<file path="config.mk">
export PLATFORM = sky130hd
export DESIGN_NAME = decode_stage
export DESIGN_NICKNAME = d
export VERILOG_FILES = /design/src/design/cpu_pkg.sv /design/src/design/decode_stage.sv
export SDC_FILE = /design/constraint.sdc
export NUM_CORES = 1
export LEC_CHECK = 0
export BUFFER_PORTS_ARGS = -buffer_cell sky130_fd_sc_hd__buf_2
export CORE_MARGIN = 4
export CORE_UTILIZATION = 45
export CTS_CLUSTER_DIAMETER = 40
export CTS_CLUSTER_SIZE = 30
export DETAILED_ROUTE_END_ITERATION = 10
export MAX_ROUTING_LAYER = met4
export PLACE_DENSITY = 0.59
export SLEW_MARGIN = 30
export SYNTH_ARGS = -nofsm -noshare
export SYNTH_HDL_FRONTEND = slang
export SYNTH_SLANG_ARGS = --single-unit
export TNS_END_PERCENT = 5
</file>
<file path="constraint.sdc">
create_clock -name clk -period 3.1 [get_ports clk]
set_input_delay 0.155 -clock clk [delete_from_list [all_inputs] [get_ports clk]]
set_output_delay 0.155 -clock clk [all_outputs]
set_load 0.02 [all_outputs]
</file>
<file path="src/design/cpu_pkg.sv">
// cpu shared definitions
package cpu_pkg;

    //////////////////////////////////////////////////////////////////////
    // widths and basic types
    //////////////////////////////////////////////////////////////////////
    localparam int DATA_W    = 32;
    localparam int ADDR_W    = 16;
    localparam int REG_IDX_W = 4;
    localparam int NUM_REGS  = 16;
    localparam int WORD_LSB  = $clog2(DATA_W / 8); // byte offset bits

    typedef logic [DATA_W-1:0]    word_t;
    typedef logic [ADDR_W-1:0]    addr_t;
    typedef logic [REG_IDX_W-1:0] reg_idx_t;

    //////////////////////////////////////////////////////////////////////
    // instruction layout
    //////////////////////////////////////////////////////////////////////
    localparam int OPC_MSB = 31;
    localparam int OPC_LSB = 24;
    localparam int RD_MSB  = 23;
    localparam int RD_LSB  = 20;
    localparam int RS_MSB  = 19;
    localparam int RS_LSB  = 16;
    localparam int RT_MSB  = 15;
    localparam int RT_LSB  = 12;
    localparam int IMM_MSB = 15;
    localparam int IMM_LSB = 0;
    localparam int IMM_W   = IMM_MSB - IMM_LSB + 1; // sign-extended to DATA_W

    typedef enum logic [OPC_MSB-OPC_LSB:0] {
        NOP    = 8'h00,
        ADD    = 8'h01,
        SUB    = 8'h02,
        AND_OP = 8'h03,
        OR_OP  = 8'h04,
        XOR_OP = 8'h05,
        ADDI   = 8'h11,
        LW     = 8'h81,
        SW     = 8'h83,
        BEQ    = 8'h31, // branches share the 8'h3x group
        BNE    = 8'h33,
        BLT    = 8'h35,
        JMP    = 8'h3d
    } opcode_t;

    localparam word_t NOP_INSTR = {NOP, {OPC_LSB{1'b0}}};

    //////////////////////////////////////////////////////////////////////
    // memories
    //////////////////////////////////////////////////////////////////////
    localparam int    IMEM_DEPTH = 256;
    localparam int    DMEM_DEPTH = 256;
    localparam int    IMEM_AW    = $clog2(IMEM_DEPTH);
    localparam int    DMEM_AW    = $clog2(DMEM_DEPTH);
    localparam addr_t HOST_BASE  = 16'h9000; // stores here go off chip
    localparam addr_t PC_STEP    = 16'd4;

    //////////////////////////////////////////////////////////////////////
    // stage structs
    //////////////////////////////////////////////////////////////////////
    typedef struct packed {
        opcode_t alu_op;
        logic    imm_sel;  // b operand from immediate
        logic    reg_wrt;
        logic    mem_wrt;
        logic    mem_rd;
        logic    branch;   // branch or jump
        logic    flag_en;  // update zero/negative
    } ctrl_t;

    typedef struct packed {
        word_t instr;
    } if_id_t;

    typedef struct packed {
        ctrl_t    ctrl;
        word_t    rs_val;
        word_t    rt_val;
        word_t    imm;
        reg_idx_t rd;
    } id_ex_t;

    typedef struct packed {
        ctrl_t    ctrl;
        word_t    alu_res;
        word_t    st_data;
        reg_idx_t rd;
    } ex_mem_t;

    typedef struct packed {
        logic     wrt_en;
        word_t    wrt_data;
        reg_idx_t rd;
    } mem_wb_t;

    typedef struct packed {
        logic freeze; // hold pc and if/id
        logic bubble; // hold pc, nop into if/id
    } fetch_ctrl_t;

    typedef struct packed {
        logic  taken;
        addr_t target;
    } redirect_t;

endpackage
</file>
<file path="src/design/decode_stage.sv">
// instruction decode stage
`timescale 1ns/1ps

module decode_stage (
    input  logic                 clk,
    input  logic                 rst_n,
    input  cpu_pkg::if_id_t      if_id,
    input  cpu_pkg::ex_mem_t     ex_mem,
    input  cpu_pkg::mem_wb_t     mem_wb,
    output cpu_pkg::id_ex_t      id_ex,
    output cpu_pkg::fetch_ctrl_t fetch_ctrl
);

    cpu_pkg::word_t    regs [cpu_pkg::NUM_REGS];
    cpu_pkg::opcode_t  opc;
    cpu_pkg::ctrl_t    ctrl;
    cpu_pkg::reg_idx_t rs_idx, rt_idx, rd_idx, src2_idx;
    logic              use_rs, use_src2;
    cpu_pkg::word_t    rs_val, src2_val, imm;
    logic              freeze;

    // read port with writeback bypass and a hardwired zero r0
    function automatic cpu_pkg::word_t rf_read(input cpu_pkg::reg_idx_t idx);
        if (idx == '0)
            return '0;
        else if (mem_wb.wrt_en && (mem_wb.rd == idx))
            return mem_wb.wrt_data;
        else
            return regs[idx];
    endfunction

    // true when idx is still being produced further down the pipe
    function automatic logic raw_hit(input cpu_pkg::reg_idx_t idx, input logic used);
        return used && (idx != '0) &&
               ((id_ex.ctrl.reg_wrt && (id_ex.rd == idx)) ||
                (ex_mem.ctrl.reg_wrt && (ex_mem.rd == idx)));
    endfunction

    //////////////////////////////////////////////////////////////////////
    // control decode
    //////////////////////////////////////////////////////////////////////
    assign opc    = cpu_pkg::opcode_t'(if_id.instr[cpu_pkg::OPC_MSB:cpu_pkg::OPC_LSB]);
    assign rd_idx = if_id.instr[cpu_pkg::RD_MSB:cpu_pkg::RD_LSB];
    assign rs_idx = if_id.instr[cpu_pkg::RS_MSB:cpu_pkg::RS_LSB];
    assign rt_idx = if_id.instr[cpu_pkg::RT_MSB:cpu_pkg::RT_LSB];
    assign imm    = {{(cpu_pkg::DATA_W-cpu_pkg::IMM_W){if_id.instr[cpu_pkg::IMM_MSB]}},
                     if_id.instr[cpu_pkg::IMM_MSB:cpu_pkg::IMM_LSB]};

    always_comb begin
        ctrl     = '0; // unknown opcodes behave as nop
        use_rs   = 1'b0;
        use_src2 = 1'b0;
        case (opc)
            cpu_pkg::ADD, cpu_pkg::SUB, cpu_pkg::AND_OP, cpu_pkg::OR_OP,
            cpu_pkg::XOR_OP: begin
                ctrl.alu_op  = opc;
                ctrl.reg_wrt = 1'b1;
                ctrl.flag_en = 1'b1;
                use_rs       = 1'b1;
                use_src2     = 1'b1;
            end
            cpu_pkg::ADDI: begin
                ctrl.alu_op  = opc;
                ctrl.imm_sel = 1'b1;
                ctrl.reg_wrt = 1'b1;
                ctrl.flag_en = 1'b1;
                use_rs       = 1'b1;
            end
            cpu_pkg::LW: begin
                ctrl.alu_op  = opc;
                ctrl.imm_sel = 1'b1;
                ctrl.reg_wrt = 1'b1;
                ctrl.mem_rd  = 1'b1;
                use_rs       = 1'b1;
            end
            cpu_pkg::SW: begin
                ctrl.alu_op  = opc;
                ctrl.imm_sel = 1'b1;
                ctrl.mem_wrt = 1'b1;
                use_rs       = 1'b1;
                use_src2     = 1'b1; // store data comes from rd
            end
            cpu_pkg::BEQ, cpu_pkg::BNE, cpu_pkg::BLT, cpu_pkg::JMP: begin
                ctrl.alu_op  = opc;
                ctrl.imm_sel = 1'b1;
                ctrl.branch  = 1'b1;
                use_rs       = 1'b1; // target base
            end
            default: ;
        endcase
    end

    assign src2_idx = (opc == cpu_pkg::SW) ? rd_idx : rt_idx;

    //////////////////////////////////////////////////////////////////////
    // register file
    //////////////////////////////////////////////////////////////////////
    always_ff @(posedge clk or negedge rst_n) begin
        if (!rst_n) begin
            for (int i = 0; i < cpu_pkg::NUM_REGS; i++)
                regs[i] <= '0;
        end else if (mem_wb.wrt_en && (mem_wb.rd != '0)) begin
            regs[mem_wb.rd] <= mem_wb.wrt_data;
        end
    end

    always_comb begin
        rs_val   = rf_read(rs_idx);
        src2_val = rf_read(src2_idx);
    end

    //////////////////////////////////////////////////////////////////////
    // hazards and id/ex
    //////////////////////////////////////////////////////////////////////
    always_comb begin
        freeze = raw_hit(rs_idx, use_rs) | raw_hit(src2_idx, use_src2);
    end

    assign fetch_ctrl.freeze = freeze;
    assign fetch_ctrl.bubble = ctrl.branch | id_ex.ctrl.branch; // hold fetch till resolved

    always_ff @(posedge clk or negedge rst_n) begin
        if (!rst_n) begin
            id_ex <= '0;
        end else if (freeze) begin
            id_ex <= '0; // bubble while the producer drains
        end else begin
            id_ex.ctrl   <= ctrl;
            id_ex.rs_val <= rs_val;
            id_ex.rt_val <= src2_val;
            id_ex.imm    <= imm;
            id_ex.rd     <= rd_idx;
        end
    end

endmodule

</file>
# Word level (Yosys, flattened, before mapping)
# Cells that the tools add are included.
[classes] magnitude_cmp=4 n_eq_ne=18 muxes=24 n_bitwise=5 reduce_logical=25
[ops] operator="bitwise mux 512 bit" count=1
[ops] operator="2-to-1 mux 32 bit" count=9
[ops] operator="binary-select mux 32 bit (select 4 bit)" count=2
[ops] operator="demux 32 bit (select 4 bit)" count=1
[ops] operator="2-to-1 mux 114 bit" count=1
[ops] operator="equality test 8 x 6 -> 1 bit (second input constant)" count=4
[ops] operator="equality test 4 bit" count=6
[ops] operator="equality test 8 x 2 -> 1 bit (second input constant)" count=2
[ops] operator="equality test 8 x 3 -> 1 bit (second input constant)" count=2
[ops] operator="equality test 8 bit (second input constant)" count=2
[ops] operator=">= comparator 5 bit (second input constant)" count=3
[ops] operator="NOT 4 -> 5 bit" count=3
[ops] operator="OR reduction 7 bit" count=2
[ops] operator="logical AND 1 bit" count=12
[ops] operator="nonzero test 4 bit" count=3
[ops] operator="OR reduction 12 bit" count=1
[ops] operator="OR reduction 6 bit" count=2
[ops] operator="equality test 8 x 1 -> 1 bit (second input constant)" count=1
[ops] operator="equality test 8 x 5 -> 1 bit (second input constant)" count=1
[ops] operator="logical NOT 4 bit" count=2
[ops] operator="2-to-1 mux 1 bit" count=8
[ops] operator="2-to-1 mux 8 bit" count=1
[ops] operator="less-than comparator 5 x 1 -> 1 bit (second input constant)" count=1
[ops] operator="2-to-1 mux 4 bit" count=1
[ops] operator="other kinds (3)" count=5
[totals] regBits=626 in_bits=153 out_inout_bits=116 word_cells=103

# Logic depth before layout (Yosys ltp)
[logic_depth] word_depth=9 ltp_mapped=11

# Least setup slack after synthesis
# OpenSTA, ideal clock, no wires.
[synth_path] path_type="input port to flip-flop" from="input if_id[29] (netlist bit)" to="register id_ex[10] (netlist bit)" setup_time_ns=0.119 arrival_time_ns=2.397 slack_ns=0.584 path_stages=8 n_path_buf=2 path_cell_list="clkbuf_1 > or4_4 > or4_1 > o2111ai_1 > or4b_1 > o311a_4 > buf_6 > and2_1"
[synth_between] elab_chain_cells=8 word_cells_on_any_way=29 cone_classes="eq/ne: 14; mux: 4; bitwise: 1; reduce/logical: 10"
[synth_lines] element="start: declaration" line_no="decode_stage.sv:7" rtl="input cpu_pkg::if_id_t if_id,"
[synth_lines] element="equality test 8 bit" line_no="decode_stage.sv:53, decode_stage.sv:93"
[synth_lines] element="2-to-1 mux 4 bit" line_no="decode_stage.sv:93" rtl="assign src2_idx = (opc == cpu_pkg::SW) ? rd_idx : rt_idx;"
[synth_lines] element="equality test 4 bit, on equally long branches" line_no="decode_stage.sv:35, decode_stage.sv:36"
[synth_lines] element="logical AND 1 bit, on equally long branches" line_no="decode_stage.sv:35, decode_stage.sv:36"
[synth_lines] element="logical OR 1 bit" line_no="decode_stage.sv:35" rtl="((id_ex.ctrl.reg_wrt && (id_ex.rd == idx)) ||"
[synth_lines] element="logical AND 1 bit" line_no="decode_stage.sv:34" rtl="return used && (idx != '0) &&"
[synth_lines] element="OR 1 bit (*)" line_no="decode_stage.sv:116" rtl="freeze = raw_hit(rs_idx, use_rs) | raw_hit(src2_idx, use_src2);"
[synth_lines] element="2-to-1 mux 114 bit (*)" line_no="decode_stage.sv:125" rtl="end else if (freeze) begin"
[synth_lines] element="end: declaration" line_no="decode_stage.sv:10" rtl="output cpu_pkg::id_ex_t id_ex,"
# Mark *: on every way between the ends. The rest lies on a longest branch, timed or not.
# A chain may end at the register's enable or synchronous reset.

==> metrics.md <==
| Metric | Value |
|---|---|
| Routed WL | ~99 mm |
| Startpoint Class | input pin |
| HP Start | if_id[30] |
| Largest net degree at the start of global routing | around 90 |
| Slew Limit Fails | 0 |
| Detail Placement HPWL | 57.6 mm |
| F_max | 336 MHz |
| Setup TNS | 0 ns |
| Crit-path max cell delay | approximately 0.54 ns |
| Number of flops mapped to enable cells by yosys | 0 |
| Main synth FF type | dfrtp_1 |
| Top cells by area, synth | dfrtp_1 49%, mux2_2 17%, mux4_2 12% |
| Final setup viols | 0 |
| Setup WS post-layout | around 0.12 ns |
| Drt wl/cell | ~27 um |
| GR Overflow Total | 0 |
| R2r endpoint | id_ex[109] |
| Status | finished clean |
| CP Class | in2out |
| PD cells | ~730 nW/um^2 |
| Arrival time at the worst endpoint | 2.82 ns |
| Count of cell types in the netlist | 59 |
| Cells after Synth | 2538 |
| Area after DPL | 33700 sq um |
| Top cell type by total area after synthesis | dfrtp_1 |
| Htree depth | 3 |
| Pre-CTS setup slack | about 0.26 ns |
| R2r worst-path depth | 8 |
| Clk buf depth | 3 |
| Die Ht | 272 um |
| Flops & latches, synth | slightly above 600 |
| Crit path max fanout | 14 |
| Worst r2r src | id_ex[2] |
| R2R Setup Slk | between 0.7 and 0.8 ns |
| Hold WC Path Type | in2reg |
| IO Count | 269 |
| WHS Path Cells | 4 |
| Worst-Skew Late Latency | ~0.66 ns |
| Syn_area_per_cell | roughly 12 sq um |
| Rel. slew slack | 46.0% |
| Die width | between 200 and 300 um |
| Setup Skew | 0.0481 ns |
| CP endpoint kind | output port |
| Final ANT Viol Nets | 0 |
| Initial DRC count | about 2100 |
| Pwr Total | between 20 and 30 mW |
| Final Hold Violating Endpoints | 0 |
| Global Route Usage Sum | 27.7% |
| Final min period | 2.98 ns |
| First-pass GRT wire length | around 150 mm |
| Filler cells | 5776 |
| Cell with the most instances after synthesis | dfrtp_1 |
| Slew @ Worst Pin | about 0.81 ns |
| Max_cap viols | 0 |
| Fin util | roughly 55% |
| Final instance area | 37900 sq um |
| CTS Buf Count | around 100 |
| Root Driver | clkbuf_16 |
| Cells along the critical path | dlygate4sd3_1 > buf_2 > or4_4 > or4_1 > o2111ai_1 > o2111ai_1 > o221ai_2 > buf_6 > buf_2 |
| Port bufs | 191 |
| Initial Util | a little under half |
| Core Region | a little under 70000 sq um |
| Nets | between 2000 and 3000 |
| Yosys top cell area share | roughly half |
| First-pass iteration count of the detailed router | 5 |
| Yosys synthesis warning count | 0 |
| Share of layout cells above drive strength 1 | approximately two fifths |
| Area of the mapped netlist | 31300 sq um |
| VDD IR max | approximately 0.4 mV |
| TritonCTS clock tree | built |
| Vias in the first global route | between 20000 and 25000 |
| Req. time, crit path | a little under 3 ns |
| Clock slew at reported path FFs | 0.06 ns |
| Period utilisation layout | about 96% |
| LEAKAGE | ~16 nW |
| Via density | around 6 |
| DIE AREA | about 74000 sq um |
| Clock sinks | between 600 and 700 |
| Antenna violations before repair | 3 |
| Via count | roughly 23000 |
| Hold endpoint | id_ex[102] |
| P&R area growth vs syn | 21.3% |
| Num rows | 96 |
| Global placer's final weighted congestion | 0.864 |
| Sequential area share after synthesis | just under 50% |
| Async S/R FF share, synth | 100% |
| Syn nets | 2691 |
| Slowest CP cell | dlygate4sd3_1 |
| DRC | 0 |
| Commonest cells post-synth | 610 x dfrtp_1, 480 x mux2_2, 398 x nand2_1, 198 x clkbuf_1, 160 x mux4_2 |
-- timing repair --
| item | 4_1_cts | 5_1_grt |
|---|---|---|
| hold buffers | 60 | 0 |
| endpoints found under the hold margin | 474 | 0 |
| gates resized for setup | 0 | 2 |
| buffers inserted | 0 | 0 |
| endpoints found under the setup margin | 0 | 2 |
-- sequential cells by signal, summed over array words and instances, names as in the netlist --
| signal | cells |
|---|---|
| regs | 512 |
| id_ex | 98 |
-- metal layers --
metal / part of all wire, % / vias to the layer above / track usage [%]
met2: 48 / 950 / 44.2
met5: 0 / - / -
met4: 3.5 / 0 / 9.96
met3: 7.0 / 237 / 4.70
met1: 41 / 11900 / 36.2
li1: - / 9666 / -
-- kinds of logic (layout without fill, tap and decap cells) --
logic type	Yosys count	count (layout)	share of synthesized area (%)
AO/OA/AOI/OAI	230	230	5.28
XOR/XNOR	17	17	0.476
buffers and inverters	283	540	3.75
flip-flops	610	610	48.8
multiplexers	737	737	31.9
other	1	3	0.0120
AND/OR/NAND/NOR	660	660	9.79
-- final cells by class --
cell class	count	area, sq um	share of cell area [%]
clock inverters	51	701	1.85
flip-flops and latches	610	15300	40.2
well taps	931	1160	3.07
clock buffers	140	2910	7.67
inverters	7	26.3	0.0693
multi-input cells	1645	15000	39.6
diodes	2	5.00	0.0132
repair buffers	342	2840	7.49
-- how the worst max path moves through the flow --
stage                    from       endpoint  slack [ns]  cells past startpoint
finish              if_id[29]  fetch_ctrl[1]        0.12                      9
global route        if_id[24]  fetch_ctrl[1]     -0.0008                      9
CTS                 if_id[24]  fetch_ctrl[1]        0.04                      9
detailed placement  if_id[25]       id_ex[7]        0.26                      8
global placement    if_id[25]       id_ex[5]        0.31                      8
floorplan           if_id[29]      id_ex[10]        0.58                      8
-- power breakdown --
group | switching, mW | total [mW] | internal (mW)
logic | 2.34 | 5.13 | 2.79
registers | 1.24 | 10.9 | 9.66
clock network | 4.18 | 11.7 | 7.56
-- stage by stage --
| step | hold slack [ns] | std cells |
|---|---|---|
| floorplan | -0.141 | 2538 |
| global placement | 0.211 | 3475 |
| detailed placement | 0.227 | 3475 |
| CTS | 0.00172 | 3726 |
| global route | 0.0546 | 3728 |
| finish | 0.0403 | 3728 |
-- worst max-delay path: cells and delay by family --
| kind | cells | cell delay, ns |
|---|---|---|
| AOI/OAI and AO/OA | 3 | 0.53 |
| buffers and inverters | 4 | 1.08 |
| and+or+nand+nor | 2 | 1.04 |
-- cell usage in the layout (no fill, tap or decap), types with 24 or more instances in the layout --
cell type	count
mux2_2	480
nand3_1	74
buf_2	188
buf_12	45
clkbuf_16	106
a32oi_1	97
nor2_1	49
and2_1	24
buf_4	43
mux2i_1	97
dlygate4sd3_1	60
a21oi_1	68
nand2_1	397
a31oi_1	33
dfrtp_1	610
mux4_2	160
No activity file was read; power rests on OpenSTA's default activity.
