--- src/design/cpu_pkg.sv ---
// cpu shared definitions
package cpu_pkg;

    //////////////////////////////////////////////////////////////////////
    // widths and basic types
    //////////////////////////////////////////////////////////////////////
    localparam int DATA_W    = 32;
    localparam int ADDR_W    = 16;
    localparam int REG_IDX_W = 4;
    localparam int NUM_REGS  = 16;
    localparam int WORD_LSB  = $clog2(DATA_W / 8); // byte offset bits

    typedef logic [DATA_W-1:0]    word_t;
    typedef logic [ADDR_W-1:0]    addr_t;
    typedef logic [REG_IDX_W-1:0] reg_idx_t;

    //////////////////////////////////////////////////////////////////////
    // instruction layout
    //////////////////////////////////////////////////////////////////////
    localparam int OPC_MSB = 31;
    localparam int OPC_LSB = 24;
    localparam int RD_MSB  = 23;
    localparam int RD_LSB  = 20;
    localparam int RS_MSB  = 19;
    localparam int RS_LSB  = 16;
    localparam int RT_MSB  = 15;
    localparam int RT_LSB  = 12;
    localparam int IMM_MSB = 15;
    localparam int IMM_LSB = 0;
    localparam int IMM_W   = IMM_MSB - IMM_LSB + 1; // sign-extended to DATA_W

    typedef enum logic [OPC_MSB-OPC_LSB:0] {
        NOP    = 8'h00,
        ADD    = 8'h01,
        SUB    = 8'h02,
        AND_OP = 8'h03,
        OR_OP  = 8'h04,
        XOR_OP = 8'h05,
        ADDI   = 8'h11,
        LW     = 8'h81,
        SW     = 8'h83,
        BEQ    = 8'h31, // branches share the 8'h3x group
        BNE    = 8'h33,
        BLT    = 8'h35,
        JMP    = 8'h3d
    } opcode_t;

    localparam word_t NOP_INSTR = {NOP, {OPC_LSB{1'b0}}};

    //////////////////////////////////////////////////////////////////////
    // memories
    //////////////////////////////////////////////////////////////////////
    localparam int    IMEM_DEPTH = 256;
    localparam int    DMEM_DEPTH = 256;
    localparam int    IMEM_AW    = $clog2(IMEM_DEPTH);
    localparam int    DMEM_AW    = $clog2(DMEM_DEPTH);
    localparam addr_t HOST_BASE  = 16'h9000; // stores here go off chip
    localparam addr_t PC_STEP    = 16'd4;

    //////////////////////////////////////////////////////////////////////
    // stage structs
    //////////////////////////////////////////////////////////////////////
    typedef struct packed {
        opcode_t alu_op;
        logic    imm_sel;  // b operand from immediate
        logic    reg_wrt;
        logic    mem_wrt;
        logic    mem_rd;
        logic    branch;   // branch or jump
        logic    flag_en;  // update zero/negative
    } ctrl_t;

    typedef struct packed {
        word_t instr;
    } if_id_t;

    typedef struct packed {
        ctrl_t    ctrl;
        word_t    rs_val;
        word_t    rt_val;
        word_t    imm;
        reg_idx_t rd;
    } id_ex_t;

    typedef struct packed {
        ctrl_t    ctrl;
        word_t    alu_res;
        word_t    st_data;
        reg_idx_t rd;
    } ex_mem_t;

    typedef struct packed {
        logic     wrt_en;
        word_t    wrt_data;
        reg_idx_t rd;
    } mem_wb_t;

    typedef struct packed {
        logic freeze; // hold pc and if/id
        logic bubble; // hold pc, nop into if/id
    } fetch_ctrl_t;

    typedef struct packed {
        logic  taken;
        addr_t target;
    } redirect_t;

endpackage
--- src/design/execute_stage.sv ---
// execute stage
`timescale 1ns/1ps

module execute_stage (
    input  logic               clk,
    input  logic               rst_n,
    input  cpu_pkg::id_ex_t    id_ex,
    output cpu_pkg::ex_mem_t   ex_mem,
    output cpu_pkg::redirect_t redirect
);

    cpu_pkg::word_t alu_b;
    cpu_pkg::word_t alu_res;
    logic           zero_flag;
    logic           neg_flag;
    logic           taken;

    //////////////////////////////////////////////////////////////////////
    // alu
    //////////////////////////////////////////////////////////////////////
    assign alu_b = id_ex.ctrl.imm_sel ? id_ex.imm : id_ex.rt_val;

    always_comb begin
        case (id_ex.ctrl.alu_op)
            cpu_pkg::ADD:    alu_res = id_ex.rs_val + alu_b;
            cpu_pkg::SUB:    alu_res = id_ex.rs_val - alu_b;
            cpu_pkg::AND_OP: alu_res = id_ex.rs_val & alu_b;
            cpu_pkg::OR_OP:  alu_res = id_ex.rs_val | alu_b;
            cpu_pkg::XOR_OP: alu_res = id_ex.rs_val ^ alu_b;
            default:         alu_res = id_ex.rs_val + alu_b; // addi, ld/st, branch target
        endcase
    end

    // flags only move on arithmetic and logic ops
    always_ff @(posedge clk or negedge rst_n) begin
        if (!rst_n) begin
            zero_flag <= 1'b0;
            neg_flag  <= 1'b0;
        end else if (id_ex.ctrl.flag_en) begin
            zero_flag <= (alu_res == '0);
            neg_flag  <= alu_res[cpu_pkg::DATA_W-1];
        end
    end

    //////////////////////////////////////////////////////////////////////
    // branch resolution
    //////////////////////////////////////////////////////////////////////
    always_comb begin
        taken = 1'b0;
        if (id_ex.ctrl.branch) begin
            case (id_ex.ctrl.alu_op)
                cpu_pkg::BEQ: taken = zero_flag;
                cpu_pkg::BNE: taken = !zero_flag;
                cpu_pkg::BLT: taken = neg_flag && !zero_flag;
                cpu_pkg::JMP: taken = 1'b1;
                default:      taken = 1'b0;
            endcase
        end
    end

    assign redirect.taken  = taken;
    assign redirect.target = alu_res[cpu_pkg::ADDR_W-1:0]; // rs + imm

    //////////////////////////////////////////////////////////////////////
    // ex/mem
    //////////////////////////////////////////////////////////////////////
    always_ff @(posedge clk or negedge rst_n) begin
        if (!rst_n) begin
            ex_mem <= '0;
        end else begin
            ex_mem.ctrl    <= id_ex.ctrl;
            ex_mem.alu_res <= alu_res;
            ex_mem.st_data <= id_ex.rt_val; // rd value for stores
            ex_mem.rd      <= id_ex.rd;
        end
    end

endmodule

--- config.mk ---
export PLATFORM = sky130hd
export DESIGN_NAME = execute_stage
export DESIGN_NICKNAME = d
export VERILOG_FILES = /design/src/design/cpu_pkg.sv /design/src/design/execute_stage.sv
export SDC_FILE = /design/constraint.sdc
export NUM_CORES = 1
export LEC_CHECK = 0
export BUFFER_PORTS_ARGS = -buffer_cell sky130_fd_sc_hd__buf_2
export CORE_MARGIN = 1.5
export CORE_UTILIZATION = 48
export DETAILED_ROUTE_END_ITERATION = 7
export HOLD_SLACK_MARGIN = 0.02
export PLACE_DENSITY = 0.76
export SYNTH_ARGS = -nofsm -noshare
export SYNTH_HDL_FRONTEND = slang
export SYNTH_SLANG_ARGS = --single-unit
export TNS_END_PERCENT = 20
--- constraint.sdc ---
create_clock -name clk -period 4.08 [get_ports clk]
set_input_delay 0.204 -clock clk [delete_from_list [all_inputs] [get_ports clk]]
set_output_delay 0.204 -clock clk [all_outputs]
set_load 0.05 [all_outputs]
# --- After elaboration in Yosys (flattened, before gate mapping) ---
# Index checks and enable logic that the tools add are counted.
word_totals:
  regBits: 84
  in_bits: 116
  output_inout_bits: 99
  elab_cells: 32
classes:
  add_sub_neg: 2
  eq_ne: 8
  mux: 4
  n_bitwise: 3
  n_reduce_logical: 3
ops:
  columns: ["operator", "count"]
  rows:
  - ["$pmux 32 s4", 1]
  - ["$add 32x32->32", 1]
  - ["$and 32x32->32", 1]
  - ["$eq 8x6->1 const B", 4]
  - ["$logic_not 32->1", 1]
  - ["$mux 32", 1]
  - ["$or 32x32->32", 1]
  - ["$sub 32x32->32", 1]
  - ["$xor 32x32->32", 1]
  - ["$eq 8x2->1 const B", 2]
  - ["$eq 8x3->1 const B", 2]
  - ["$pmux 1 s4", 1]
  - ["$logic_and 1x1->1", 1]
  - ["$logic_not 1->1", 1]
  - ["$mux 1", 1]

# --- Depth between registers and ports, before layout ---
# Gate-level depths: netlist of run 1.
depth:
  depth_word: 4
  ltp_mapped: 26
  depth_no_buf: 21

# --- Worst setup path before layout of run 1 ---
# OpenSTA, ideal clock, no wires.
synth_path:
  kind: "input to register"
  from: "in id_ex[105] in the netlist's numbering"
  to: "reg zero_flag"
  setup_ps: 76
  t_arrival_ps: 5226
  t_required_ps: 4004
  slack_ps: -1222
  path_stages: 25
  n_path_buf: 5
  cell_sequence: "buf_2 buf_6 buf_4 buf_1 mux2i_1 ha_1 nand2_1 or3_1 or2_1 nor3_2 nand3_1 nand2_1 xnor2_1 ha_1 clkbuf_1 a21oi_1 o21ai_0 or3_1 o31ai_1 o21ai_0 o2111ai_1 o211ai_2 a211oi_2 nand4_1 o21ai_1"
synth_via:
  elab_chain_cells: 4
  elab_cells_between_ends: 8
  classes_between: "add/sub (2); mux (2); bitwise (3); reduce/logical (1)"
synth_lines:
  columns: ["element", "line_no", "source"]
  rows:
  - ["from (decl)", "execute_stage.sv:7", "input cpu_pkg::id_ex_t id_ex,"]
  - ["$mux 32 (*)", "execute_stage.sv:21", "assign alu_b = id_ex.ctrl.imm_sel ? id_ex.imm : id_ex.rt_val;"]
  - ["$add 32x32->32 (tied with other cells)", "execute_stage.sv:25, execute_stage.sv:30", null]
  - ["$pmux 32 s4 (*)", "execute_stage.sv:24", "case (id_ex.ctrl.alu_op)"]
  - ["net alu_res[31]", "execute_stage.sv:13", "cpu_pkg::word_t alu_res;"]
  - ["$logic_not 32->1 (*)", "execute_stage.sv:40", "zero_flag <= (alu_res == '0);"]
  - ["to (signal assigned)", "execute_stage.sv:40", null]
  - ["to (decl)", "execute_stage.sv:14", "logic zero_flag;"]
# The timed path passes the listed nets; every way through them passes the cells marked *.
# A chain may end at the register's enable or synchronous reset.

# --- Worst setup path in the final report of run 1 ---
layout_path:
  from: "in id_ex[112] in the netlist's numbering"
  to: "reg zero_flag"
layout_via:
  elab_chain_cells: 3
  elab_cells_between_ends: 6
  classes_between: "eq/ne (4); mux (1); reduce/logical (1)"
layout_lines:
  columns: ["element", "line_no"]
  rows:
  - ["$eq 8x3->1 or $eq 8x2->1 (tied branches)", "execute_stage.sv:24"]
  - ["$pmux 32 s4 (*)", "execute_stage.sv:24"]
  - ["$logic_not 32->1 (*)", "execute_stage.sv:40"]
# Every way passes the cells marked *; elsewhere a longest branch is shown, timed or not.

==> results of run 1 <==
-- registers in the layout, indices dropped and copies added, names as in the netlist --
register / count
zero_flag: 1
neg_flag: 1
ex_mem: 82
-- routing by layer --
metal	global-route usage, %	routed length, µm
met5	0	0
met4	14.10	1268
met3	5.821	2952
met2	52.27	13050
met1	45.67	11720
-- cell families after synthesis --
kind of cell / count (synthesis) / share of synthesized area (%)
AO/OA/AOI/OAI: 242 / 21.52
AND/OR/NAND/NOR: 221 / 15.57
buffers and inverters: 127 / 7.869
adder cells (fa/ha/maj): 97 / 16.41
flip-flops: 84 / 28.25
XOR/XNOR: 46 / 5.415
multiplexers: 36 / 4.960
-- area by class of cell --
type / instances / area share (%)
Clock inverter: 6 / 0.6359
Tap cell: 188 / 2.061
Inverter: 73 / 2.401
Timing Repair Buffer: 482 / 28.51
Clock buffer: 10 / 2.006
Sequential cell: 84 / 18.42
Multi-Input combinational cell: 643 / 45.95
Antenna cell: 1 / 0.02193
-- power by group --
group,switching [mW],internal (mW),total (mW)
clock network,0.377,0.481,0.859
registers,0.0289,0.948,0.977
logic,1.41,0.848,2.26
-- worst reg2reg max path: stages, from the launching register on --
cell and delay (ns):
dfrtp_1 0.41, inv_1 0.20, o21ai_1 0.11
-- what timing repair did --
item	4_1_cts	5_1_grt
buffers inserted	12	8
endpoints found under the setup margin	7	12
hold buffers	35	0
cloned	0	1
endpoints found under the hold margin	68	0
gates resized for setup	36	89
pin swaps	14	37
-- stage by stage --
step	instances	total power, mW
CTS	1477	3.952
finish	1487	4.091
global route	1487	4.255
global placement	1414	2.980
detailed placement	1414	3.007
floorplan	853	2.292
-- cells in the final DEF, fill, tap and decap left out, drive strengths merged, types with 9 or more instances in the layout --
master         n
buf          446
nor4           9
nand3         13
and3          11
clkbuf        11
nand4         10
mux2i         32
ha            96
xnor2         38
dfrtp         84
a21o          11
a221oi        14
dlygate4sd3   35
a31oi         12
a21oi         46
nor3          18
o21a          11
o211ai         9
o31ai          9
inv           75
nor2          49
o21ai         68
nand2         59
-- final timing paths --
path / from / to / slack [ns] / cells after the start
worst max-delay path: id_ex[112] / zero_flag / -0.15 / 18
worst min-delay path: id_ex[100] / ex_mem[68] / 0.06 / 1
worst max register to register: zero_flag / zero_flag / 3.24 / 2
worst min register to register: neg_flag / neg_flag / 0.51 / 1
max in group asynchronous: rst_n / ex_mem[25] / 2.72 / 3
min in group asynchronous: rst_n / ex_mem[40] / 0.35 / 2
==> metrics.md, run 1 <==
| Metric | Value |
|---|---|
| Syn avg cell area | 8.723 µm² |
| Post-synthesis sequential area ratio | 28.25% |
| Synth top area cells | dfrtp_1 28%, ha_1 16%, xnor2_1 4.5% |
| Reg clk slew, reported paths | 0.07 ns |
| Clock skew | 0 ns |
| Syn nets | 1066 |
| # DRC | 0 |
| Core area | 15150 µm² |
| Via density | 5.845 |
| First-pass GRT wire length | 42230 µm |
| Worst-skew pair later-pin latency | 0.36 ns |
| Design Area, Final | 11410 µm² |
| Final Max Tran Viols | 0 |
| Crit-path max cell delay | 0.59 ns |
| Largest net degree at the start of global routing | 51 |
| Status | complete, but fails checks |
| H-tree Lvls | 3 |
| Synth top area share | 28.25% |
| Final core occ | 75.35% |
| Die Area | 16260 µm² |
| Mapped cell area | 7441 µm² |
| Pre-Repair DR Iteration Count | 5 |
| FF/Latch Area | 2102 µm² |
| Cell leakage power | 5.754 nW |
| Sink Count | 84 |
| Asr flop ratio synth | 100.0% |
| Fin. Hold Viols | 0 |
| Setup CP Type | in2reg |
| Startpoint types | primary input |
| Gr usage total | 33.43% |
| Final setup violation count | 3 |
| Max Buffers Root-to-Sink | 2 |
| Worst setup margin | -0.1520 ns |
| Die height | 127.5 µm |
| Max-cap viol count | 0 |
| Most instantiated cells after synthesis | 96 x ha_1, 84 x dfrtp_1, 73 x inv_1 |
| CP endpoint kind | flip-flop |
| Synth cell types | 73 |
| Most common cell in the netlist | ha_1 |
| Fin Setup TNS | -0.2185 ns |
| Slowest cell on the critical path | or4_4 |
| EDFF count, synth | 0 |
| Yosys warnings | 0 |
| Post-route ant nets | 0 |
| Failing checks | setup timing |
| Filler cell count | 1044 |
| Avg WL per Cell | 19.50 µm |
| Final Cycle Share | 103.7% |
| Die X | 127.5 µm |
| Routed WL | 29000 µm |
| Root Driver | clkbuf_16 |
| CP cell instances | buf_2 > or4_4 > or4_4 > buf_8 > o31a_1 > xnor2_1 > ha_1 > and4_4 > or3_4 > o22ai_2 > buf_4 > or4_1 > o2111ai_2 > or3b_1 > nor4_1 > and4b_1 > nand4_1 > o21ai_1 |
| Power per standard cell area | 358.5 nW/µm² |
| Initial antenna violation count | 1 |
| Final GP Congestion | 0.9621 |
| WP buf/inv | 3 |
| Area grow syn2layout | 53.37% |
| Fin Hold WS | 0.05821 ns |
| CTS tree | yes |
| Critical path peak fanout | 5 |
| DP Area | 10120 µm² |
| Multi-input gate area | 5244 µm² |
| Most used DFF post-synth | dfrtp_1 |
| Nets | 1506 |
| Worst path required time | 4.37 ns |
| Share of post-route cells with drive strength above 1 | 43.68% |
| WP data arrival | 4.52 ns |
| Ports | 215 |
| Vias | 8691 |
| Cell mode on critical path | or4_4 |
| Initial DRC Count | 1008 |
| Hold crit path type | in2reg |
| RSZ-0062 raised after global routing | true |
| Place WS | -0.6744 ns |
| IO Port Bufs | 214 |
| Top delay family on crit path | simple AND/OR/NAND/NOR gates |
| Starting density of the core | 49.13% |
| Synth Instances | 853 |
| Yosys reg bits | 84 |
| Fmax | 236.3 MHz |
| Worst-Margin Slew | 0.9317 ns |
| Vias in the first global route | 8170 |
| Top cell type by total area after synthesis | dfrtp_1 |
| Post-DP HPWL | 21040 µm |
| Final min period | 4.232 ns |
| VDD IR-drop max | 0.0003010 V |
| Total CTS buffers | 9 |
| Total gr overflow | 0 |
| Slew headroom | 37.47% |
| Num rows | 45 |
(Power assumes the default switching activity.)
==> run 2: changes to the inputs <==
--- a/config.mk
+++ b/config.mk
@@ -11,6 +11,7 @@
 export DETAILED_ROUTE_END_ITERATION = 7
 export HOLD_SLACK_MARGIN = 0.02
 export PLACE_DENSITY = 0.76
+export RECOVER_POWER = 100
 export SYNTH_ARGS = -nofsm -noshare
 export SYNTH_HDL_FRONTEND = slang
 export SYNTH_SLANG_ARGS = --single-unit
==> metrics.md, run 2 (synthesis results as in run 1) <==
| Metric | Value |
|---|---|
| Die Area | 16260 µm² (unchanged) |
| # DRC | 0 (unchanged) |
| R2R Path Start | zero_flag |
| H-tree Lvls | 3 (unchanged) |
| Ports | 215 (unchanged) |
| Final setup violation count | 2 (-1) |
| Num rows | 45 (unchanged) |
| Max Buffers Root-to-Sink | 2 (unchanged) |
| Cell leakage power | 5.716 nW (-0.65%) |
| Routed WL | 29160 µm (+0.58%) |
| Total CTS buffers | 9 (unchanged) |
| Nets | 1506 (unchanged) |
| Most frequent cells in the layout | 219 x buf_4, 205 x buf_2, 90 x ha_1 |
| Final GP Congestion | 0.9621 (unchanged) |
| Fin Hold WS | 0.05254 ns (-0.005670 ns) |
| Gr usage total | 33.43% (unchanged) |
| Setup CP Type | in2reg |
| Power per standard cell area | 359.8 nW/µm² (+0.38%) |
| CP startpoint | id_ex[112] |
| Die X | 127.5 µm (unchanged) |
| Worst hold path startpoint | id_ex[100] |
| Total gr overflow | 0 (unchanged) |
| Most common cell after layout, fill and taps aside | buf_4 |
| Failing checks | setup timing |
| Final Cycle Share | 103.4% (-0.29 points) |
| Total power | 4.094 mW (about the same) |
| Worst-Margin Slew | 0.9462 ns (+0.01454 ns) |
| CP cell instances | buf_2 > or4_4 > or4_4 > buf_8 > o31a_1 > xnor2_1 > ha_1 > and4_4 > or3_4 > o22ai_2 > buf_4 > or4_1 > o2111ai_2 > or3b_1 > nor4_1 > and4b_1 > nand4_1 > o21ai_1 |
| Pre-Repair DR Iteration Count | 5 (unchanged) |
| Vias in the first global route | 8170 (unchanged) |
| Slew headroom | 36.50% (-0.98 points) |
| Crit-path max cell delay | 0.59 ns (about the same) |
| Initial antenna violation count | 1 (unchanged) |
| CTS tree | yes |
| Filler cell count | 1054 (+0.96%) |
| RSZ-0062 raised after global routing | true |
| Fmax | 237.0 MHz (+0.28%) |
| CP endpoint kind | flip-flop |
| Final min period | 4.220 ns (-0.01169 ns) |
| Root Driver | clkbuf_16 |
| Fin. Hold Viols | 0 (unchanged) |
| Starting density of the core | 49.13% (unchanged) |
| Share of post-route cells with drive strength above 1 | 42.84% (-0.85 points) |
| Worst-skew pair later-pin latency | 0.36 ns (about the same) |
| Slowest cell on the critical path | or4_4 |
| Post-DP HPWL | 21040 µm (unchanged) |
| Reg clk slew, reported paths | 0.07 ns (about the same) |
| Post-route ant nets | 0 (unchanged) |
| First-pass GRT wire length | 42230 µm (unchanged) |
| Initial DRC Count | 932 (-7.5%) |
| Vias | 8786 (+1.1%) |
| Biggest regs | ex_mem (82), neg_flag (1), zero_flag (1) |
| Worst setup margin | -0.1403 ns (+0.01169 ns) |
| VDD IR-drop max | 0.0003011 V (about the same) |
| Core area | 15150 µm² (unchanged) |
| Clock skew | 0 ns (unchanged) |
| WP data arrival | 4.51 ns (about the same) |
| Startpoint types | primary input |
| Via density | 5.909 (+1.1%) |
| Hold crit path type | in2reg |
| Die height | 127.5 µm (unchanged) |
| Area grow syn2layout | 52.92% |
| Max-cap viol count | 0 (unchanged) |
| Worst path required time | 4.37 ns (about the same) |
| Final Max Tran Viols | 0 (unchanged) |
| Most flop-heavy register | ex_mem |
| IO Port Bufs | 214 (unchanged) |
| Sink Count | 84 (unchanged) |
| Cell mode on critical path | or4_4 |
| Largest register FFs | 82 (unchanged) |
| Critical path peak fanout | 5 (unchanged) |
| Largest net degree at the start of global routing | 51 (unchanged) |
| Avg WL per Cell | 19.61 µm (+0.58%) |
| Status | complete, but fails checks |
run 2: cell types whose count changed in the layout (fill, tap and decap cells not counted), sizes merged:
cell / change
clkbuf: +12
buf: -12
run 2: power by group:
part	internal (mW)	switching (mW)	total (mW)
Combinational	0.844	1.41	2.25
Sequential	0.948	0.0287	0.977
Clock	0.481	0.381	0.863
Total	2.27	1.82	4.09
run 2: cell type report:
| type | count | area [µm²] | share of cell area, % |
|---|---|---|---|
| Clock inverter | 6 | 72.57 | 0.6378 |
| Inverter | 73 | 274.0 | 2.408 |
| Clock buffer | 10 | 229.0 | 2.012 |
| Multi-Input combinational cell | 643 | 5244 | 46.09 |
| Timing Repair Buffer | 482 | 3219 | 28.29 |
| Antenna cell | 1 | 2.502 | 0.02199 |
| Sequential cell | 84 | 2102 | 18.47 |
| Tap cell | 188 | 235.2 | 2.067 |
run 2: stage by stage:
stage / setup slack (ns) / util (%) / TNS (ns) / area (µm²) / std cells
6_report: -0.1403 / 75.13 / -0.1781 / 11380 / 1487
3_5_place_dp: -0.6744 / 66.79 / -3.152 / 10120 / 1414
4_1_cts: -0.05124 / 72.56 / -0.05124 / 10990 / 1477
3_3_place_gp: -0.5479 / 66.79 / -2.214 / 10120 / 1414
2_1_floorplan: -0.5195 / - / -1.499 / 7543 / 853
5_1_grt: -0.3514 / 75.13 / -0.8306 / 11380 / 1487
run 2: worst paths after layout:
check,depth (start not counted),to,slack [ns]
max,18,zero_flag,-0.14
min,1,ex_mem[68],0.05
max reg2reg,2,zero_flag,3.25
min reg2reg,1,neg_flag,0.51
max in group asynchronous,3,ex_mem[25],2.72
min in group asynchronous,2,ex_mem[40],0.35
run 2: what timing repair did:
action | in CTS | in global routing
pin swaps | 14 | 37
hold buffers | 35 | 0
endpoints found under the hold margin | 68 | 0
buffers inserted | 12 | 8
cloned | 0 | 1
setup endpoints to repair | 7 | 12
resized for setup | 36 | 89
run 2: routing by layer:
metal | share of wire [%] | global-route usage, % | vias to the layer above
met1 | 41 | 45.67 | 4121
met4 | 4.7 | 14.10 | 0
met3 | 9.9 | 5.821 | 117
met5 | 0 | 0 | -
li1 | - | - | 3953
met2 | 44 | 52.27 | 595
run 2: critical path, delay by kind of cell:
family / cells / cell delay, ns
AO/OA/AOI/OAI: 4 / 0.56
adder cells (fa/ha/maj): 1 / 0.36
AND/OR/NAND/NOR: 9 / 2.81
XOR/XNOR: 1 / 0.13
buffers and inverters: 3 / 0.42
==> run 3: changes to the inputs <==
--- a/config.mk
+++ b/config.mk
@@ -12,7 +12,8 @@
 export HOLD_SLACK_MARGIN = 0.02
 export PLACE_DENSITY = 0.76
 export RECOVER_POWER = 100
+export REMOVE_ABC_BUFFERS = 1
 export SYNTH_ARGS = -nofsm -noshare
 export SYNTH_HDL_FRONTEND = slang
 export SYNTH_SLANG_ARGS = --single-unit
-export TNS_END_PERCENT = 20
+export TNS_END_PERCENT = 50
==> constraint.sdc (replaced) <==
create_clock -name clk -period 4.08 [get_ports clk]
set_input_delay 0.204 -clock clk [delete_from_list [all_inputs] [get_ports clk]]
set_output_delay 0.204 -clock clk [all_outputs]
set_load 0.1 [all_outputs]
==> metrics.md, run 3 (synthesis results as in run 1) <==
| Metric | Value |
|---|---|
| Status | complete, but fails checks |
| Failing checks | capacitance limit, slew limit, setup timing |
| Power per standard cell area | 424.9 nW/µm² (+18%) |
| DP Area | 10210 µm² (+0.93%) |
| Largest net degree at the start of global routing | 44 (-14%) |
| Final Max Tran Viols | 80 (+80) |
| Reg2reg path depth | 1 (-1) |
| Reg clk slew, reported paths | 0.07 ns (about the same) |
| Vias in the first global route | 8122 (-0.59%) |
| Max-cap viol count | 2 (+2) |
| Initial DRC Count | 649 (-30%) |
| RSZ-0062 raised after global routing | true |
| Nets | 1516 (+0.66%) |
| Flop2flop setup slack | 3.33 ns (+0.08 ns) |
| Cell-internal power | 2.473 mW (+8.8%) |
| Most flop-heavy register | ex_mem |
| Biggest regs | ex_mem (82), neg_flag (1), zero_flag (1) |
| Cell leakage power | 5.578 nW (-2.4%) |
| Core area | 15150 µm² (unchanged) |
| CP cell instances | buf_12 > mux2i_4 > ha_2 > nand2_2 > or3_4 > or2_4 > nor3_4 > nand3_4 > nor2_4 > buf_4 > a31oi_1 > xnor2_1 > ha_1 > a2111oi_2 > o21ai_2 > nand2_1 > nand2_1 > o21ai_1 > mux2i_1 > nand2_2 > a2111oi_4 > buf_4 > nand4_1 > o21ai_1 |
| Post-DP HPWL | 20040 µm (-4.8%) |
| IO Port Bufs | 214 (unchanged) |
| Worst setup margin | -0.1074 ns (+0.03284 ns) |
| Ant diodes | 0 (-1) |
| Fin. Hold Viols | 0 (unchanged) |
| CTS tree | yes |
| R2r endpoint | neg_flag |
| Die height | 127.5 µm (unchanged) |
| Gr usage total | 31.92% (-1.5 points) |
| Worst path required time | 4.36 ns (about the same) |
| Crit-path max cell delay | 0.41 ns (-0.18 ns) |
| Total gr overflow | 0 (unchanged) |
| Final core occ | 76.33% (+1.2 points) |
| Die Area | 16260 µm² (unchanged) |
| Filler cell count | 1111 (+5.4%) |
| Setup CP Type | in2reg |
| Part of the power in combinational logic | 60.1% (+5.0 points) |
| Final Cycle Share | 102.6% (-0.80 points) |
| Worst hold path startpoint | id_ex[100] |
| Die X | 127.5 µm (unchanged) |
| Final setup violation count | 4 (+2) |
| Starting density of the core | 49.13% (unchanged) |
| R2R Path Start | neg_flag |
| Pre-Repair DR Iteration Count | 5 (unchanged) |
| Via density | 5.654 (-4.3%) |
| Num rows | 45 (unchanged) |
| Startpoint types | primary input |
| Sink of the worst hold path | ex_mem[68] |
| Levels on crit path | 24 (+6) |
| Fmax | 238.8 MHz (+0.78%) |
| Register share of total power | 20.0% (-3.9 points) |
| WP data arrival | 4.47 ns (-0.04 ns) |
| Clock skew | 0 ns (unchanged) |
| WP buf/inv | 3 (unchanged) |
| Hold crit path type | in2reg |
| Area grow syn2layout | 55.37% |
| Largest register FFs | 82 (unchanged) |
| Critical path peak fanout | 6 (+1) |
| Design Area, Final | 11560 µm² (+1.6%) |
| Top delay family on crit path | simple AND/OR/NAND/NOR gates |
| Fin Setup TNS | -0.1335 ns (+0.04451 ns) |
| Root Driver | clkbuf_16 |
| # DRC | 0 (unchanged) |
| Sw Ratio | 49.66% (+5.2 points) |
| Max Buffers Root-to-Sink | 2 (unchanged) |
| Ports | 215 (unchanged) |
| Worst-Margin Slew | 2.571 ns (+1.625 ns) |
| Worst-skew pair later-pin latency | 0.35 ns (about the same) |
| Slowest cell on the critical path | or3_4 |
| Final min period | 4.187 ns (-0.03284 ns) |
| Routed WL | 27140 µm (-6.9%) |
| Clock power share | 19.9% (-1.2 points) |
| Vias | 8459 (-3.7%) |
| VDD IR-drop max | 0.0004494 V (+49%) |
| Final GP Congestion | 0.9596 (-0.26%) |
| First-pass GRT wire length | 40670 µm (-3.7%) |
| Total CTS buffers | 9 (unchanged) |
| Slew headroom | -71.38% (-110 points) |
| Avg WL per Cell | 18.14 µm (-7.5%) |
| CP endpoint kind | flip-flop |
| Most frequent cells in the layout | 222 x buf_4, 117 x clkbuf_1, 92 x buf_2 |
| Most common cell after layout, fill and taps aside | buf_4 |
| Post-route ant nets | 0 (unchanged) |
| Share of post-route cells with drive strength above 1 | 35.55% (-7.3 points) |
| H-tree Lvls | 3 (unchanged) |
| Hold path depth | 1 (unchanged) |
| Sw power | 2.439 mW (+34%) |
| Initial antenna violation count | 0 (-1) |
| Sink Count | 84 (unchanged) |
-- run 3: cell types whose count changed in the layout (fill, tap and decap cells not counted), moves of 5 or more --
cell | previous run | this run
buf_2 | 205 | 92
clkbuf_1 | 12 | 117
buf_12 | 3 | 14
a21oi_1 | 38 | 33
a21oi_4 | 0 | 5
mux2i_1 | 22 | 27
-- run 3: stage by stage --
step                      setup WS (ns)  total power [mW]  hold WS [ns]  std cells
after floorplan                  -2.071             2.809      -0.09159        799
after global placement          -0.7333             3.714        0.2317       1412
after detailed placement        -0.9842             3.735        0.2501       1412
after CTS                       -0.1002             4.815       0.03171       1472
after global routing            -0.2671             5.107       0.03266       1496
final                           -0.1074             4.912       0.05092       1496
-- run 3: final cells by class --
cell class	count	area (µm²)	area share, %
Multi-Input combinational cell	643	5289	45.75
Timing Repair Buffer	492	3308	28.61
Sequential cell	84	2102	18.18
Inverter	73	274.0	2.370
Tap cell	188	235.2	2.035
Clock buffer	9	225.2	1.948
Clock inverter	7	127.6	1.104
-- run 3: worst max path at each step --
stage	start	end	slack, ns
floorplan	id_ex[111]	zero_flag	-2.07
global placement	id_ex[105]	zero_flag	-0.73
detailed placement	id_ex[105]	zero_flag	-0.98
CTS	id_ex[105]	zero_flag	-0.10
global route	id_ex[105]	zero_flag	-0.27
finish	id_ex[105]	zero_flag	-0.11
-- run 3: power by group through the flow --
stage | registers [mW] | logic, mW | clock network, mW
floorplan | 1.86 | 0.954 | 0
global placement | 0.992 | 2.72 | 0
detailed placement | 0.995 | 2.74 | 0
CTS | 0.979 | 2.84 | 0.997
global route | 0.992 | 3.09 | 1.03
finish | 0.983 | 2.95 | 0.979
-- run 3: metal layers --
metal	global-route usage, %	share of wire, %	up-vias
li1	-	-	3967
met1	41.02	42	4001
met2	54.28	47	414
met3	4.104	7.4	77
met4	13.10	3.9	0
met5	0	0	-
-- run 3: what timing repair did --
action	CTS	global route
gates resized for setup	64	89
pin swaps	16	51
buffers inserted	9	24
hold buffers	35	0
endpoints found under the setup margin	13	14
cloned	0	1
endpoints found under the hold margin	76	0
